## config.mk

```make
export PLATFORM = sky130hd
export DESIGN_NAME = cpu_top
export DESIGN_NICKNAME = d
export VERILOG_FILES = /design/src/cpu_pkg.sv /design/src/fetch_unit.sv /design/src/pipe_reg.sv /design/src/decoder.sv /design/src/reg_file.sv /design/src/hazard_unit.sv /design/src/execute_unit.sv /design/src/cpu_top.sv
export SDC_FILE = /design/constraint.sdc
export NUM_CORES = 1
export LEC_CHECK = 0
export ABC_AREA = 1
export BUFFER_PORTS_ARGS = -buffer_cell sky130_fd_sc_hd__buf_2
export CORE_MARGIN = 3
export CORE_UTILIZATION = 50
export CTS_CLUSTER_DIAMETER = 60
export CTS_CLUSTER_SIZE = 16
export DETAILED_ROUTE_END_ITERATION = 16
export PLACE_DENSITY = 0.67
export SLEW_MARGIN = 20
export SYNTH_ARGS = -nofsm -noshare
export SYNTH_HDL_FRONTEND = slang
export SYNTH_SLANG_ARGS = --single-unit
```

## constraint.sdc

```tcl
create_clock -name clk_50MHz -period 5.6 [get_ports clk_50MHz]
set_clock_uncertainty 0.15 [all_clocks]
set_input_delay 0.28 -clock clk_50MHz [delete_from_list [all_inputs] [get_ports clk_50MHz]]
set_output_delay 0.28 -clock clk_50MHz [all_outputs]
set_load 0.05 [all_outputs]
```

## src/cpu_pkg.sv

```systemverilog
package cpu_pkg;

    localparam int DATA_W   = 16;
    localparam int REG_AW   = 3;
    localparam int NUM_REGS = 8;

    typedef logic [DATA_W-1:0] word_t;
    typedef logic [DATA_W-1:0] inst_t;
    typedef logic [DATA_W-1:0] pc_t;
    typedef logic [REG_AW-1:0] reg_addr_t;

    // instruction fields
    localparam int OPCODE_HI = 15;
    localparam int OPCODE_LO = 11;
    localparam int RX_HI     = 10;
    localparam int RY_HI     = 7;
    localparam int RZ_HI     = 4;

    // major opcodes
    localparam logic [4:0] OP_LI    = 5'b01101;
    localparam logic [4:0] OP_ADDIU = 5'b01001;
    localparam logic [4:0] OP_RRR   = 5'b11100;
    localparam logic [4:0] OP_LW    = 5'b10011;
    localparam logic [4:0] OP_SW    = 5'b11011;
    localparam logic [4:0] OP_BEQZ  = 5'b00100;
    localparam logic [4:0] OP_B     = 5'b00010;
    localparam logic [4:0] OP_NOP   = 5'b00001;

    // rrr function field in bits 1:0
    localparam logic [1:0] FUNCT_ADDU = 2'b01;
    localparam logic [1:0] FUNCT_SUBU = 2'b11;

    typedef enum logic [1:0] {
        ALU_ADD    = 2'd0,
        ALU_SUB    = 2'd1,
        ALU_PASS_B = 2'd2
    } alu_op_e;

    typedef enum logic {
        WB_ALU = 1'b0,
        WB_MEM = 1'b1
    } wb_src_e;

    typedef enum logic [1:0] {
        BR_NONE   = 2'd0,
        BR_ZERO   = 2'd1,
        BR_ALWAYS = 2'd2
    } branch_e;

    // ****************************************
    // stage payloads where all zero is a bubble
    // ****************************************

    typedef struct packed {
        inst_t inst;
        pc_t   pc_plus1;
    } if_id_t;

    typedef struct packed {
        pc_t       pc_plus1;
        word_t     rd_a;
        word_t     rd_b;
        reg_addr_t src_a;
        reg_addr_t src_b;
        reg_addr_t dest;
        word_t     imm;
        alu_op_e   alu_op;
        logic      use_imm;
        logic      reg_write;
        wb_src_e   wb_src;
        logic      mem_read;
        logic      mem_write;
        branch_e   branch;
    } id_ex_t;

    typedef struct packed {
        word_t     result;
        word_t     store_data;
        reg_addr_t dest;
        logic      reg_write;
        wb_src_e   wb_src;
        logic      mem_read;
        logic      mem_write;
    } ex_mem_t;

    typedef struct packed {
        word_t     result;
        word_t     load_data;
        reg_addr_t dest;
        logic      reg_write;
        wb_src_e   wb_src;
    } mem_wb_t;

endpackage

```

## src/fetch_unit.sv

```systemverilog
`timescale 1ns/100ps

module fetch_unit import cpu_pkg::*; (
    input  logic clk_50MHz,
    input  logic rst,
    input  logic stall_i,
    input  logic take_branch_i,
    input  pc_t  branch_target_i,
    output pc_t  pc_o,
    output pc_t  pc_plus1_o
);

    pc_t pc_q;
    pc_t pc_next;

    assign pc_plus1_o = pc_q + pc_t'(1);
    assign pc_o       = pc_q;

    // redirect wins over a load-use hold
    always_comb begin
        if (take_branch_i)
            pc_next = branch_target_i;
        else if (stall_i)
            pc_next = pc_q;
        else
            pc_next = pc_plus1_o;
    end

    always_ff @(posedge clk_50MHz or negedge rst) begin
        if (!rst)
            pc_q <= '0;
        else
            pc_q <= pc_next;
    end

endmodule

```

## src/pipe_reg.sv

```systemverilog
`timescale 1ns/100ps

module pipe_reg #(
    parameter type payload_t = logic
) (
    input  logic     clk_50MHz,
    input  logic     rst,
    input  logic     hold_i,
    input  logic     clear_i,
    input  payload_t data_i,
    output payload_t data_o
);

    // clear has priority over hold
    always_ff @(posedge clk_50MHz or negedge rst) begin
        if (!rst) begin
            data_o <= '0;
        end else if (clear_i) begin
            data_o <= '0;
        end else if (!hold_i) begin
            data_o <= data_i;
        end
    end

endmodule

```

## src/decoder.sv

```systemverilog
`timescale 1ns/100ps

module decoder import cpu_pkg::*; (
    input  inst_t     inst_i,
    output reg_addr_t src_a_o,
    output reg_addr_t src_b_o,
    output reg_addr_t dest_o,
    output logic      uses_a_o,
    output logic      uses_b_o,
    output word_t     imm_o,
    output alu_op_e   alu_op_o,
    output logic      use_imm_o,
    output logic      reg_write_o,
    output wb_src_e   wb_src_o,
    output logic      mem_read_o,
    output logic      mem_write_o,
    output branch_e   branch_o
);

    logic [4:0] opcode;
    logic [1:0] funct;
    reg_addr_t  rx, ry, rz;
    word_t      imm_z8, imm_s8, imm_s5, imm_s11;

    assign opcode = inst_i[OPCODE_HI:OPCODE_LO];
    assign funct  = inst_i[1:0];
    assign rx     = inst_i[RX_HI -: REG_AW];
    assign ry     = inst_i[RY_HI -: REG_AW];
    assign rz     = inst_i[RZ_HI -: REG_AW];

    // immediate forms
    assign imm_z8  = {8'b0, inst_i[7:0]};
    assign imm_s8  = {{8{inst_i[7]}}, inst_i[7:0]};
    assign imm_s5  = {{11{inst_i[4]}}, inst_i[4:0]};
    assign imm_s11 = {{5{inst_i[10]}}, inst_i[10:0]};

    always_comb begin
        src_a_o     = rx;
        src_b_o     = ry;
        dest_o      = rx;
        uses_a_o    = 1'b0;
        uses_b_o    = 1'b0;
        imm_o       = '0;
        alu_op_o    = ALU_ADD;
        use_imm_o   = 1'b0;
        reg_write_o = 1'b0;
        wb_src_o    = WB_ALU;
        mem_read_o  = 1'b0;
        mem_write_o = 1'b0;
        branch_o    = BR_NONE;
        case (opcode)
            OP_LI: begin
                imm_o       = imm_z8;
                use_imm_o   = 1'b1;
                alu_op_o    = ALU_PASS_B;
                reg_write_o = 1'b1;
            end
            OP_ADDIU: begin
                uses_a_o    = 1'b1;
                imm_o       = imm_s8;
                use_imm_o   = 1'b1;
                reg_write_o = 1'b1;
            end
            OP_RRR: begin
                if (funct == FUNCT_ADDU || funct == FUNCT_SUBU) begin
                    uses_a_o    = 1'b1;
                    uses_b_o    = 1'b1;
                    dest_o      = rz;
                    alu_op_o    = (funct == FUNCT_SUBU) ? ALU_SUB : ALU_ADD;
                    reg_write_o = 1'b1;
                end
            end
            OP_LW: begin
                uses_a_o    = 1'b1;
                dest_o      = ry;
                imm_o       = imm_s5;
                use_imm_o   = 1'b1;
                reg_write_o = 1'b1;
                wb_src_o    = WB_MEM;
                mem_read_o  = 1'b1;
            end
            OP_SW: begin
                // rx is the base, ry the store data
                uses_a_o    = 1'b1;
                uses_b_o    = 1'b1;
                imm_o       = imm_s5;
                use_imm_o   = 1'b1;
                mem_write_o = 1'b1;
            end
            OP_BEQZ: begin
                uses_a_o = 1'b1;
                imm_o    = imm_s8;
                branch_o = BR_ZERO;
            end
            OP_B: begin
                imm_o    = imm_s11;
                branch_o = BR_ALWAYS;
            end
            OP_NOP: begin
            end
            // unknown opcodes behave as nop
            default: begin
            end
        endcase
    end

endmodule

```

## src/reg_file.sv

```systemverilog
`timescale 1ns/100ps

module reg_file import cpu_pkg::*; (
    input  logic      clk_50MHz,
    input  logic      rst,
    input  reg_addr_t rd_a_i,
    input  reg_addr_t rd_b_i,
    input  reg_addr_t wr_addr_i,
    input  logic      wr_en_i,
    input  wb_src_e   wb_src_i,
    input  word_t     alu_data_i,
    input  word_t     mem_data_i,
    output word_t     rd_a_data_o,
    output word_t     rd_b_data_o,
    output word_t     wb_data_o
);

    word_t regs [NUM_REGS];

    // write-back source select
    assign wb_data_o = (wb_src_i == WB_MEM) ? mem_data_i : alu_data_i;

    // same-cycle write is visible to the reader
    assign rd_a_data_o = (wr_en_i && wr_addr_i == rd_a_i) ? wb_data_o : regs[rd_a_i];
    assign rd_b_data_o = (wr_en_i && wr_addr_i == rd_b_i) ? wb_data_o : regs[rd_b_i];

    always_ff @(posedge clk_50MHz or negedge rst) begin
        if (!rst) begin
            for (int i = 0; i < NUM_REGS; i++) begin
                regs[i] <= '0;
            end
        end else if (wr_en_i) begin
            regs[wr_addr_i] <= wb_data_o;
        end
    end

endmodule

```

## src/hazard_unit.sv

```systemverilog
`timescale 1ns/100ps

module hazard_unit import cpu_pkg::*; (
    input  reg_addr_t src_a_i,
    input  reg_addr_t src_b_i,
    input  logic      uses_a_i,
    input  logic      uses_b_i,
    input  logic      ex_mem_read_i,
    input  reg_addr_t ex_dest_i,
    input  logic      take_branch_i,
    output logic      stall_o,
    output logic      bubble_o,
    output logic      flush_o
);

    logic load_use;

    // load in EX feeding the instruction in ID
    assign load_use = ex_mem_read_i &&
                      ((uses_a_i && src_a_i == ex_dest_i) ||
                       (uses_b_i && src_b_i == ex_dest_i));

    // a taken branch kills ID anyway, so no stall then
    assign flush_o  = take_branch_i;
    assign stall_o  = load_use && !take_branch_i;
    assign bubble_o = stall_o;

endmodule

```

## src/execute_unit.sv

```systemverilog
`timescale 1ns/100ps

module execute_unit import cpu_pkg::*; (
    input  id_ex_t    id_ex_i,
    input  reg_addr_t mem_dest_i,
    input  logic      mem_reg_write_i,
    input  logic      mem_is_load_i,
    input  word_t     mem_result_i,
    input  reg_addr_t wb_dest_i,
    input  logic      wb_reg_write_i,
    input  word_t     wb_data_i,
    output word_t     result_o,
    output word_t     store_data_o,
    output logic      take_branch_o,
    output pc_t       branch_target_o
);

    word_t op_a;
    word_t op_b;
    word_t alu_b;

    // youngest producer first, loads in MEM are covered by the stall
    function automatic word_t forward(input reg_addr_t src, input word_t reg_val);
        word_t val;
        if (mem_reg_write_i && !mem_is_load_i && mem_dest_i == src)
            val = mem_result_i;
        else if (wb_reg_write_i && wb_dest_i == src)
            val = wb_data_i;
        else
            val = reg_val;
        return val;
    endfunction

    always_comb begin
        op_a = forward(id_ex_i.src_a, id_ex_i.rd_a);
        op_b = forward(id_ex_i.src_b, id_ex_i.rd_b);
    end

    assign alu_b        = id_ex_i.use_imm ? id_ex_i.imm : op_b;
    assign store_data_o = op_b;

    // ****************************************
    // alu
    // ****************************************
    always_comb begin
        case (id_ex_i.alu_op)
            ALU_ADD:    result_o = op_a + alu_b;
            ALU_SUB:    result_o = op_a - alu_b;
            ALU_PASS_B: result_o = alu_b;
            default:    result_o = op_a + alu_b;
        endcase
    end

    // branch resolution
    always_comb begin
        case (id_ex_i.branch)
            BR_ZERO:   take_branch_o = (op_a == '0);
            BR_ALWAYS: take_branch_o = 1'b1;
            default:   take_branch_o = 1'b0;
        endcase
    end

    assign branch_target_o = id_ex_i.pc_plus1 + id_ex_i.imm;

endmodule

```

## src/cpu_top.sv

```systemverilog
`timescale 1ns/100ps

module cpu_top import cpu_pkg::*; (
    input  logic  clk_50MHz,
    input  logic  rst,
    input  inst_t imem_data_i,
    output pc_t   imem_addr_o,
    input  word_t dmem_rdata_i,
    output logic  dmem_en_o,
    output logic  dmem_we_o,
    output word_t dmem_addr_o,
    output word_t dmem_wdata_o
);

    if_id_t  if_id_d, if_id_q;
    id_ex_t  id_ex_d, id_ex_q;
    ex_mem_t ex_mem_d, ex_mem_q;
    mem_wb_t mem_wb_d, mem_wb_q;

    logic stall, bubble, flush;
    logic take_branch;
    pc_t  branch_target;
    pc_t  pc_plus1;

    reg_addr_t src_a, src_b, dest;
    logic      uses_a, uses_b;
    word_t     imm;
    alu_op_e   alu_op;
    logic      use_imm, reg_write, mem_read, mem_write;
    wb_src_e   wb_src;
    branch_e   branch;
    word_t     rd_a_data, rd_b_data, wb_data;
    word_t     ex_result, ex_store_data;

    // ****************************************
    // IF
    // ****************************************
    fetch_unit fetch_unit_i (
        .clk_50MHz(clk_50MHz), .rst(rst),
        .stall_i(stall), .take_branch_i(take_branch), .branch_target_i(branch_target),
        .pc_o(imem_addr_o), .pc_plus1_o(pc_plus1)
    );

    assign if_id_d = '{inst: imem_data_i, pc_plus1: pc_plus1};

    pipe_reg #(.payload_t(if_id_t)) if_id_reg_i (
        .clk_50MHz(clk_50MHz), .rst(rst), .hold_i(stall), .clear_i(flush),
        .data_i(if_id_d), .data_o(if_id_q)
    );

    // ****************************************
    // ID
    // ****************************************
    decoder decoder_i (
        .inst_i(if_id_q.inst),
        .src_a_o(src_a), .src_b_o(src_b), .dest_o(dest),
        .uses_a_o(uses_a), .uses_b_o(uses_b), .imm_o(imm),
        .alu_op_o(alu_op), .use_imm_o(use_imm), .reg_write_o(reg_write),
        .wb_src_o(wb_src), .mem_read_o(mem_read), .mem_write_o(mem_write),
        .branch_o(branch)
    );

    reg_file reg_file_i (
        .clk_50MHz(clk_50MHz), .rst(rst),
        .rd_a_i(src_a), .rd_b_i(src_b), .wr_addr_i(mem_wb_q.dest),
        .wr_en_i(mem_wb_q.reg_write), .wb_src_i(mem_wb_q.wb_src),
        .alu_data_i(mem_wb_q.result), .mem_data_i(mem_wb_q.load_data),
        .rd_a_data_o(rd_a_data), .rd_b_data_o(rd_b_data), .wb_data_o(wb_data)
    );

    hazard_unit hazard_unit_i (
        .src_a_i(src_a), .src_b_i(src_b), .uses_a_i(uses_a), .uses_b_i(uses_b),
        .ex_mem_read_i(id_ex_q.mem_read), .ex_dest_i(id_ex_q.dest),
        .take_branch_i(take_branch),
        .stall_o(stall), .bubble_o(bubble), .flush_o(flush)
    );

    assign id_ex_d = '{pc_plus1: if_id_q.pc_plus1, rd_a: rd_a_data, rd_b: rd_b_data,
                       src_a: src_a, src_b: src_b, dest: dest, imm: imm,
                       alu_op: alu_op, use_imm: use_imm, reg_write: reg_write,
                       wb_src: wb_src, mem_read: mem_read, mem_write: mem_write,
                       branch: branch};

    pipe_reg #(.payload_t(id_ex_t)) id_ex_reg_i (
        .clk_50MHz(clk_50MHz), .rst(rst), .hold_i(1'b0), .clear_i(bubble | flush),
        .data_i(id_ex_d), .data_o(id_ex_q)
    );

    // ****************************************
    // EX
    // ****************************************
    execute_unit execute_unit_i (
        .id_ex_i(id_ex_q),
        .mem_dest_i(ex_mem_q.dest), .mem_reg_write_i(ex_mem_q.reg_write),
        .mem_is_load_i(ex_mem_q.mem_read), .mem_result_i(ex_mem_q.result),
        .wb_dest_i(mem_wb_q.dest), .wb_reg_write_i(mem_wb_q.reg_write), .wb_data_i(wb_data),
        .result_o(ex_result), .store_data_o(ex_store_data),
        .take_branch_o(take_branch), .branch_target_o(branch_target)
    );

    assign ex_mem_d = '{result: ex_result, store_data: ex_store_data, dest: id_ex_q.dest,
                        reg_write: id_ex_q.reg_write, wb_src: id_ex_q.wb_src,
                        mem_read: id_ex_q.mem_read, mem_write: id_ex_q.mem_write};

    pipe_reg #(.payload_t(ex_mem_t)) ex_mem_reg_i (
        .clk_50MHz(clk_50MHz), .rst(rst), .hold_i(1'b0), .clear_i(1'b0),
        .data_i(ex_mem_d), .data_o(ex_mem_q)
    );

    // MEM with the data memory outside
    assign dmem_en_o    = ex_mem_q.mem_read | ex_mem_q.mem_write;
    assign dmem_we_o    = ex_mem_q.mem_write;
    assign dmem_addr_o  = ex_mem_q.result;
    assign dmem_wdata_o = ex_mem_q.store_data;

    assign mem_wb_d = '{result: ex_mem_q.result, load_data: dmem_rdata_i,
                        dest: ex_mem_q.dest, reg_write: ex_mem_q.reg_write,
                        wb_src: ex_mem_q.wb_src};

    pipe_reg #(.payload_t(mem_wb_t)) mem_wb_reg_i (
        .clk_50MHz(clk_50MHz), .rst(rst), .hold_i(1'b0), .clear_i(1'b0),
        .data_i(mem_wb_d), .data_o(mem_wb_q)
    );

endmodule

```

### Word-level counts from Yosys, hierarchy flattened

Cells that the tools add are included.
W data, S select, Z words.

| storage, ports and cells | value |
|---|---|
| bits in registers | 334 |
| bits in latches | 0 |
| bits in writable memories | 0 |
| bits in read-only memories | 0 |
| input port bits | 34 |
| output and inout port bits | 50 |
| word-level logic and storage cells | 132 |
| memories | 0 |

| cells by class | value |
|---|---|
| add/subtract/negate cells | 4 |
| $mul | 0 |
| div/mod/pow operators | 0 |
| order comparisons | 4 |
| equal/unequal tests | 22 |
| shifts and indexed selects | 0 |
| multiplexer cells | 38 |
| bitwise operators | 5 |
| reductions and logical operators | 22 |

Operators with widths:

| operator | number |
|---|---|
| $mux W16 | 15 |
| $bwmux W128 | 1 |
| $bmux W16 S3 | 2 |
| $mux W82 | 1 |
| $mux W32 | 2 |
| $pmux W16 S4 | 1 |
| $demux W16 S3 | 1 |
| $add A16 B16 Y16 | 2 |
| $pmux W16 S2 | 1 |
| $eq A3 B3 Y1 | 8 |
| $add A16 B1 Y16 const B | 1 |
| $logic_not A16 Y1 | 1 |
| $sub A16 B16 Y16 | 1 |
| $eq A5 B5 Y1 const B | 3 |
| $ge A4 B4 Y1 const B | 3 |
| $logic_and A1 B1 Y1 | 12 |
| $not A3 Y4 | 3 |
| $eq A5 B4 Y1 const B | 2 |
| $pmux W1 S2 | 4 |
| $pmux W2 S2 | 2 |
| $reduce_or A4 Y1 | 2 |
| $eq A2 B1 Y1 const B | 3 |
| $eq A2 B2 Y1 const B | 3 |
| $pmux W3 S2 | 1 |
| 12 further kinds | 20 |

### Logic depth before layout (Yosys ltp)

| logic depth | value |
|---|---|
| depth in word-level cells | 10 |
| mapped depth | 28 |
| gate-level depth less buffers | 27 |

### Modules after synthesis

A second synthesis with hierarchy kept.

| unflattened totals | value |
|---|---|
| cells, all modules | 2978 |
| area, all modules | 21665.8 µm² |

Modules (own cells, without submodules):

| module | times used | cells an instance | area an instance (µm²) | sequential area each (µm²) |
|---|---|---|---|---|
| reg_file | 1 | 1215 | 8169.1 | 3203.1 |
| pipe_reg (id_ex_reg_i) | 1 | 355 | 3833.7 | 2052.0 |
| execute_unit | 1 | 608 | 3405.8 | 0.0 |
| pipe_reg (ex_mem_reg_i) | 1 | 170 | 1537.7 | 975.9 |
| pipe_reg (mem_wb_reg_i) | 1 | 160 | 1510.2 | 925.9 |
| pipe_reg (if_id_reg_i) | 1 | 140 | 1291.2 | 800.8 |
| fetch_unit | 1 | 169 | 1133.6 | 400.4 |
| decoder | 1 | 118 | 610.6 | 0.0 |
| hazard_unit | 1 | 36 | 147.6 | 0.0 |
| cpu_top | 1 | 7 | 26.3 | 0.0 |

### Least setup slack after synthesis

Ideal clock, no wire load.

| path | value |
|---|---|
| path type | reg2reg |
| start point | reg mem_wb_reg_i.data_o[4] in the netlist's numbering |
| end point | reg ex_mem_reg_i.data_o[38] in the netlist's numbering |
| library setup time | 118 ps |
| arrival | 3403 ps |
| setup slack | 1929 ps |
| cell stages (with the launch flop) | 27 |
| path buffers | 2 |
| period minus slack after synthesis | 3671 ps |
| cells stage by stage | dfrtp_1 buf_4 nand2_1 nand2_1 nor2_2 nand2_2 buf_2 nand2_1 nand3_1 nand3_1 nand2_2 inv_1 ha_1 nand3_1 o21ai_1 nand2_1 a21oi_2 nand2_1 xor2_1 ha_1 nand2_1 inv_1 a221o_1 a31oi_1 nand3_1 nand3_1 nand2_1 |

RTL lines:

| element | line | text |
|---|---|---|
| from (decl) | pipe_reg.sv:11 | `output payload_t data_o` |
| from (signal assigned) | pipe_reg.sv:21 | `data_o <= data_i;` |
| to (signal assigned) | pipe_reg.sv:21 |  |
| to (decl) | pipe_reg.sv:11 |  |

==> run summary <==
The detailed router finished its first iteration with 1593 violations. The first global-routing pass estimated 82400 um of wire. The clock passes through at most 3 buffers.

STA classifies the critical path startpoint as a register. The number of unique standard cell types used by synthesis was 47; the floorplan die height was 193 um. For the worst setup path, the data arrival time is 4.86 ns. For this design the total switching power over the nets is 3.34 mW. In the final timing run, aggregate negative setup slack is 0 ns.

The first TritonRoute pass finished after 5 iterations. For this run, the slowest stage of the critical path takes 0.49 ns. For this design, the slowest cell found on the critical path is dfrtp_1. 0 antenna diodes ended up in the layout. The number of clock buffers added by TritonCTS is 30. The gate count of the mapped netlist was 2181.

In the post-synthesis netlist, the biggest area contributors are dfrtp_1 47%, a21oi_1 8.8%, o21ai_0 8.2%, nand2_1 6.2%, inv_1 4.5%. The initialized floorplan defines 67 standard-cell rows. Compared with the post-synthesis result, the final layout area differs by 10.4%.

The path class of the tightest hold or removal check is input port to async pin. In the final layout, the multi-input gates occupy 7720 um2. Summing every instance area after synthesis gives 17500 um2. The share of the Yosys chip area taken by registers is 46.9%. The endpoint kind of the worst setup timing path is a register.

The clock period minus final worst setup slack came out at 4.59 ns. The total I/O pin count was 84. Setup violations remaining at the end of the flow were counted as 0. The number of global-route vias before repair was 14777.

The slew of the pin with the lowest slew margin was 1.08 ns. TritonCTS built the clock tree. The deepest level of the CTS H-tree was 1. The area of the placeable core was 34000 um2; the weighted congestion reported at the end of routability-driven placement was 0.972.

Yosys printed 0 warnings. Summing all flip-flop and latch instances after layout gives 8190 um2. The worst voltage drop across the vdd grid was 0.000402 V; the proportion of layout cells with a drive suffix above 1 was 11.0%.

Die width: 193 um. During placement, the flow inserted port buffers numbering 83. The die area is 37200 um2. For the hold violation count in the final report, the log shows 0. The tree is rooted in a clkbuf_16.

The largest total area in the synthesized netlist belongs to dfrtp_1. Yosys mapped a number of flops with a built-in enable equal to 0. The synthesized design contains 327 register bits. The clock net in this run drives a total of 327 sinks. The wire length per cell after detailed routing was 19.4 um; the highest clock rate was 218 MHz.

In this run the worst path has a maximum fanout of 17. Largest net degree at the start of global routing: 186. After detailed routing, the total wire length is 51700 um. On the critical path the largest part of the delay comes from simple AND/OR/NAND/NOR gates. The run finished with clean final reports. The most frequent cell after synthesis was dfrtp_1. For this run, asynchronously set or reset flops after synthesis account for 100%.

The logs give 33.7% for the combinational share of power and 33400 um for the estimated wirelength of the detail-placed design. The critical path class was register to register. After synthesis, the most frequently instantiated cells are 327 x dfrtp_1, 307 x a21oi_1, 290 x nand2_1. In the routed design, unresolved DRC markers number 0. In this run the tightest slew margin relative to its limit is 27.3%. The logs give 24.7% for the part of the power in the clock network and 51.4% for the starting density of the core.

For this design the static power due to leakage is 9.21 nW. The detail route stage leaves a number of antenna-violating nets equal to 0. In this run the power density over the cells is 432 nW/um2. The detail-routed via count per cell came out at 5.73. In this design, the critical path's most frequently occurring cell is nand2_1. For the fill cell total of the finished layout, the log shows 3101. Clock latency on the worst-skew pair, taken at its later pin, is 0.58 ns. The final layout contains 2275 nets. Net switching is 40.1% of the power.

The routed layout has 15299 vias. The max-slew violation count came out at 0. The data required time of the critical path is 5.87 ns. The mean instance size in the synthesized netlist is 8.00 um2, and the share of the synthesized area in the top cell type is 46.9%. For this run, the total global-route usage over all layers was measured as 28.3%.

The internal power consumption was 4.99 mW. Power comes to 8.32 mW. The combined buffer and inverter count along the critical path works out to 3.

Setup repair after global routing left no endpoint under its margin. The remaining global-route overflow was 0; the ratio of final minimum period to clock period was 82.0%. When the netlist entered floorplanning its net count stood at 2251. The power share of the sequential group is 41.6%, and the register clock-pin slew on the reported worst setup and hold paths is 0.07 ns. The number of antenna violations at the first check in global routing was 0. Among all flip-flop cells after synthesis, the most frequent one is dfrtp_1. The run gives 0.0958 ns as the post-route worst hold slack.

The tool flagged a number of max-cap violations equal to 0.
==> sequential cells by signal, indices dropped and copies added, names as in the netlist <==
register,cells
reg_file_i.regs,128
fetch_unit_i.pc_o,16
id_ex_reg_i.data_o,76
ex_mem_reg_i.data_o,38
if_id_reg_i.data_o,32
mem_wb_reg_i.data_o,37
==> power by group through the flow <==
| stage | sequential, mW | clock (mW) | combinational (mW) |
|---|---|---|---|
| 2_1_floorplan | 3.42 | 0 | 2.06 |
| 3_3_place_gp | 3.48 | 0 | 2.72 |
| 3_5_place_dp | 3.49 | 0 | 2.76 |
| 4_1_cts | 3.46 | 2.08 | 2.79 |
| 5_1_grt | 3.53 | 2.18 | 3.13 |
| 6_report | 3.46 | 2.05 | 2.81 |
==> cell type report <==
| cell class | count | share of cell area, % |
|---|---|---|
| flip-flops and latches | 327 | 42.5 |
| inverters | 219 | 4.27 |
| repair buffers | 149 | 5.27 |
| multi-input cells | 1478 | 40.1 |
| clock buffers | 35 | 4.15 |
| clock inverters | 16 | 0.870 |
| well taps | 448 | 2.91 |
==> cell families (layout without fill, tap and decap cells) <==
logic type,count (synthesis),after routing,synth area share [%]
muxes,22,22,1.42
xor gates and xnor gates,54,54,2.71
adders and majority gates,36,36,2.67
AOI/OAI and AO/OA,653,653,19.5
DFF,327,327,46.9
and+or+nand+nor,713,713,17.5
buffers and inverters,376,419,9.29
==> metal layers <==
layer  track usage, %  vias to the layer above  part of all wire, %
met2             44.2                      595                   45
met3             3.47                      100                  6.9
met5                0                        -                    0
met4             9.95                        0                  3.4
met1             40.9                     7365                   45
li1                 -                     7239                    -
==> worst paths after layout <==
kind	from	end	slack [ns]	cells after the start
max	mem_wb_reg_i.data_o[3]$_DFF_PN0_	ex_mem_reg_i.data_o[33]$_DFF_PN0_	1.01	26
min	rst	reg_file_i.regs[8]$_DFFE_PN0P_	0.1	2
max reg2reg	mem_wb_reg_i.data_o[3]$_DFF_PN0_	ex_mem_reg_i.data_o[33]$_DFF_PN0_	1.01	26
min reg2reg	id_ex_reg_i.data_o[2]$_DFF_PN0_	ex_mem_reg_i.data_o[0]$_DFF_PN0_	0.20	0
max in group asynchronous	rst	if_id_reg_i.data_o[21]$_DFFE_PN0P_	3.74	3
min in group clk_50MHz	dmem_rdata_i[3]	mem_wb_reg_i.data_o[8]$_DFF_PN0_	0.20	2
==> timing repair <==
item,4_1_cts,5_1_grt
hold buffers,33,0
setup buffers,0,0
hold endpoints to repair,103,0
resized for setup,0,0
==> stage by stage <==
stage / util, % / area (um2) / worst slack [ns] / cells
after floorplan: - / 17500 / 1.93 / 2181
after global placement: 52.9 / 18000 / 1.25 / 2588
after CTS: 56.8 / 19300 / 1.09 / 2672
final: 56.8 / 19300 / 1.01 / 2672
after detailed placement: 52.9 / 18000 / 1.12 / 2588
after global routing: 56.8 / 19300 / 0.620 / 2672
==> cell usage in the layout, fill, tap and decap left out, types with 4 or more instances in the layout <==
cell type	count
ha_1	34
nand2_2	5
inv_2	8
nor3_1	14
inv_1	207
nand3b_1	13
o21ai_0	286
nor2_2	4
or2_2	17
a31oi_1	4
o21ai_1	15
dfrtp_1	325
a211oi_1	4
mux2_2	22
clkbuf_16	30
xnor2_1	15
nor2_4	6
inv_6	4
nand3_1	149
nand4_1	7
dlygate4sd3_1	33
a21oi_1	307
o22ai_1	6
clkinv_1	4
nor4_1	4
and2_1	6
buf_4	32
o21ai_2	8
xor2_1	39
nand2_1	290
buf_2	82
nor2_1	195
Note: power is estimated with default switching activity, not from simulation.
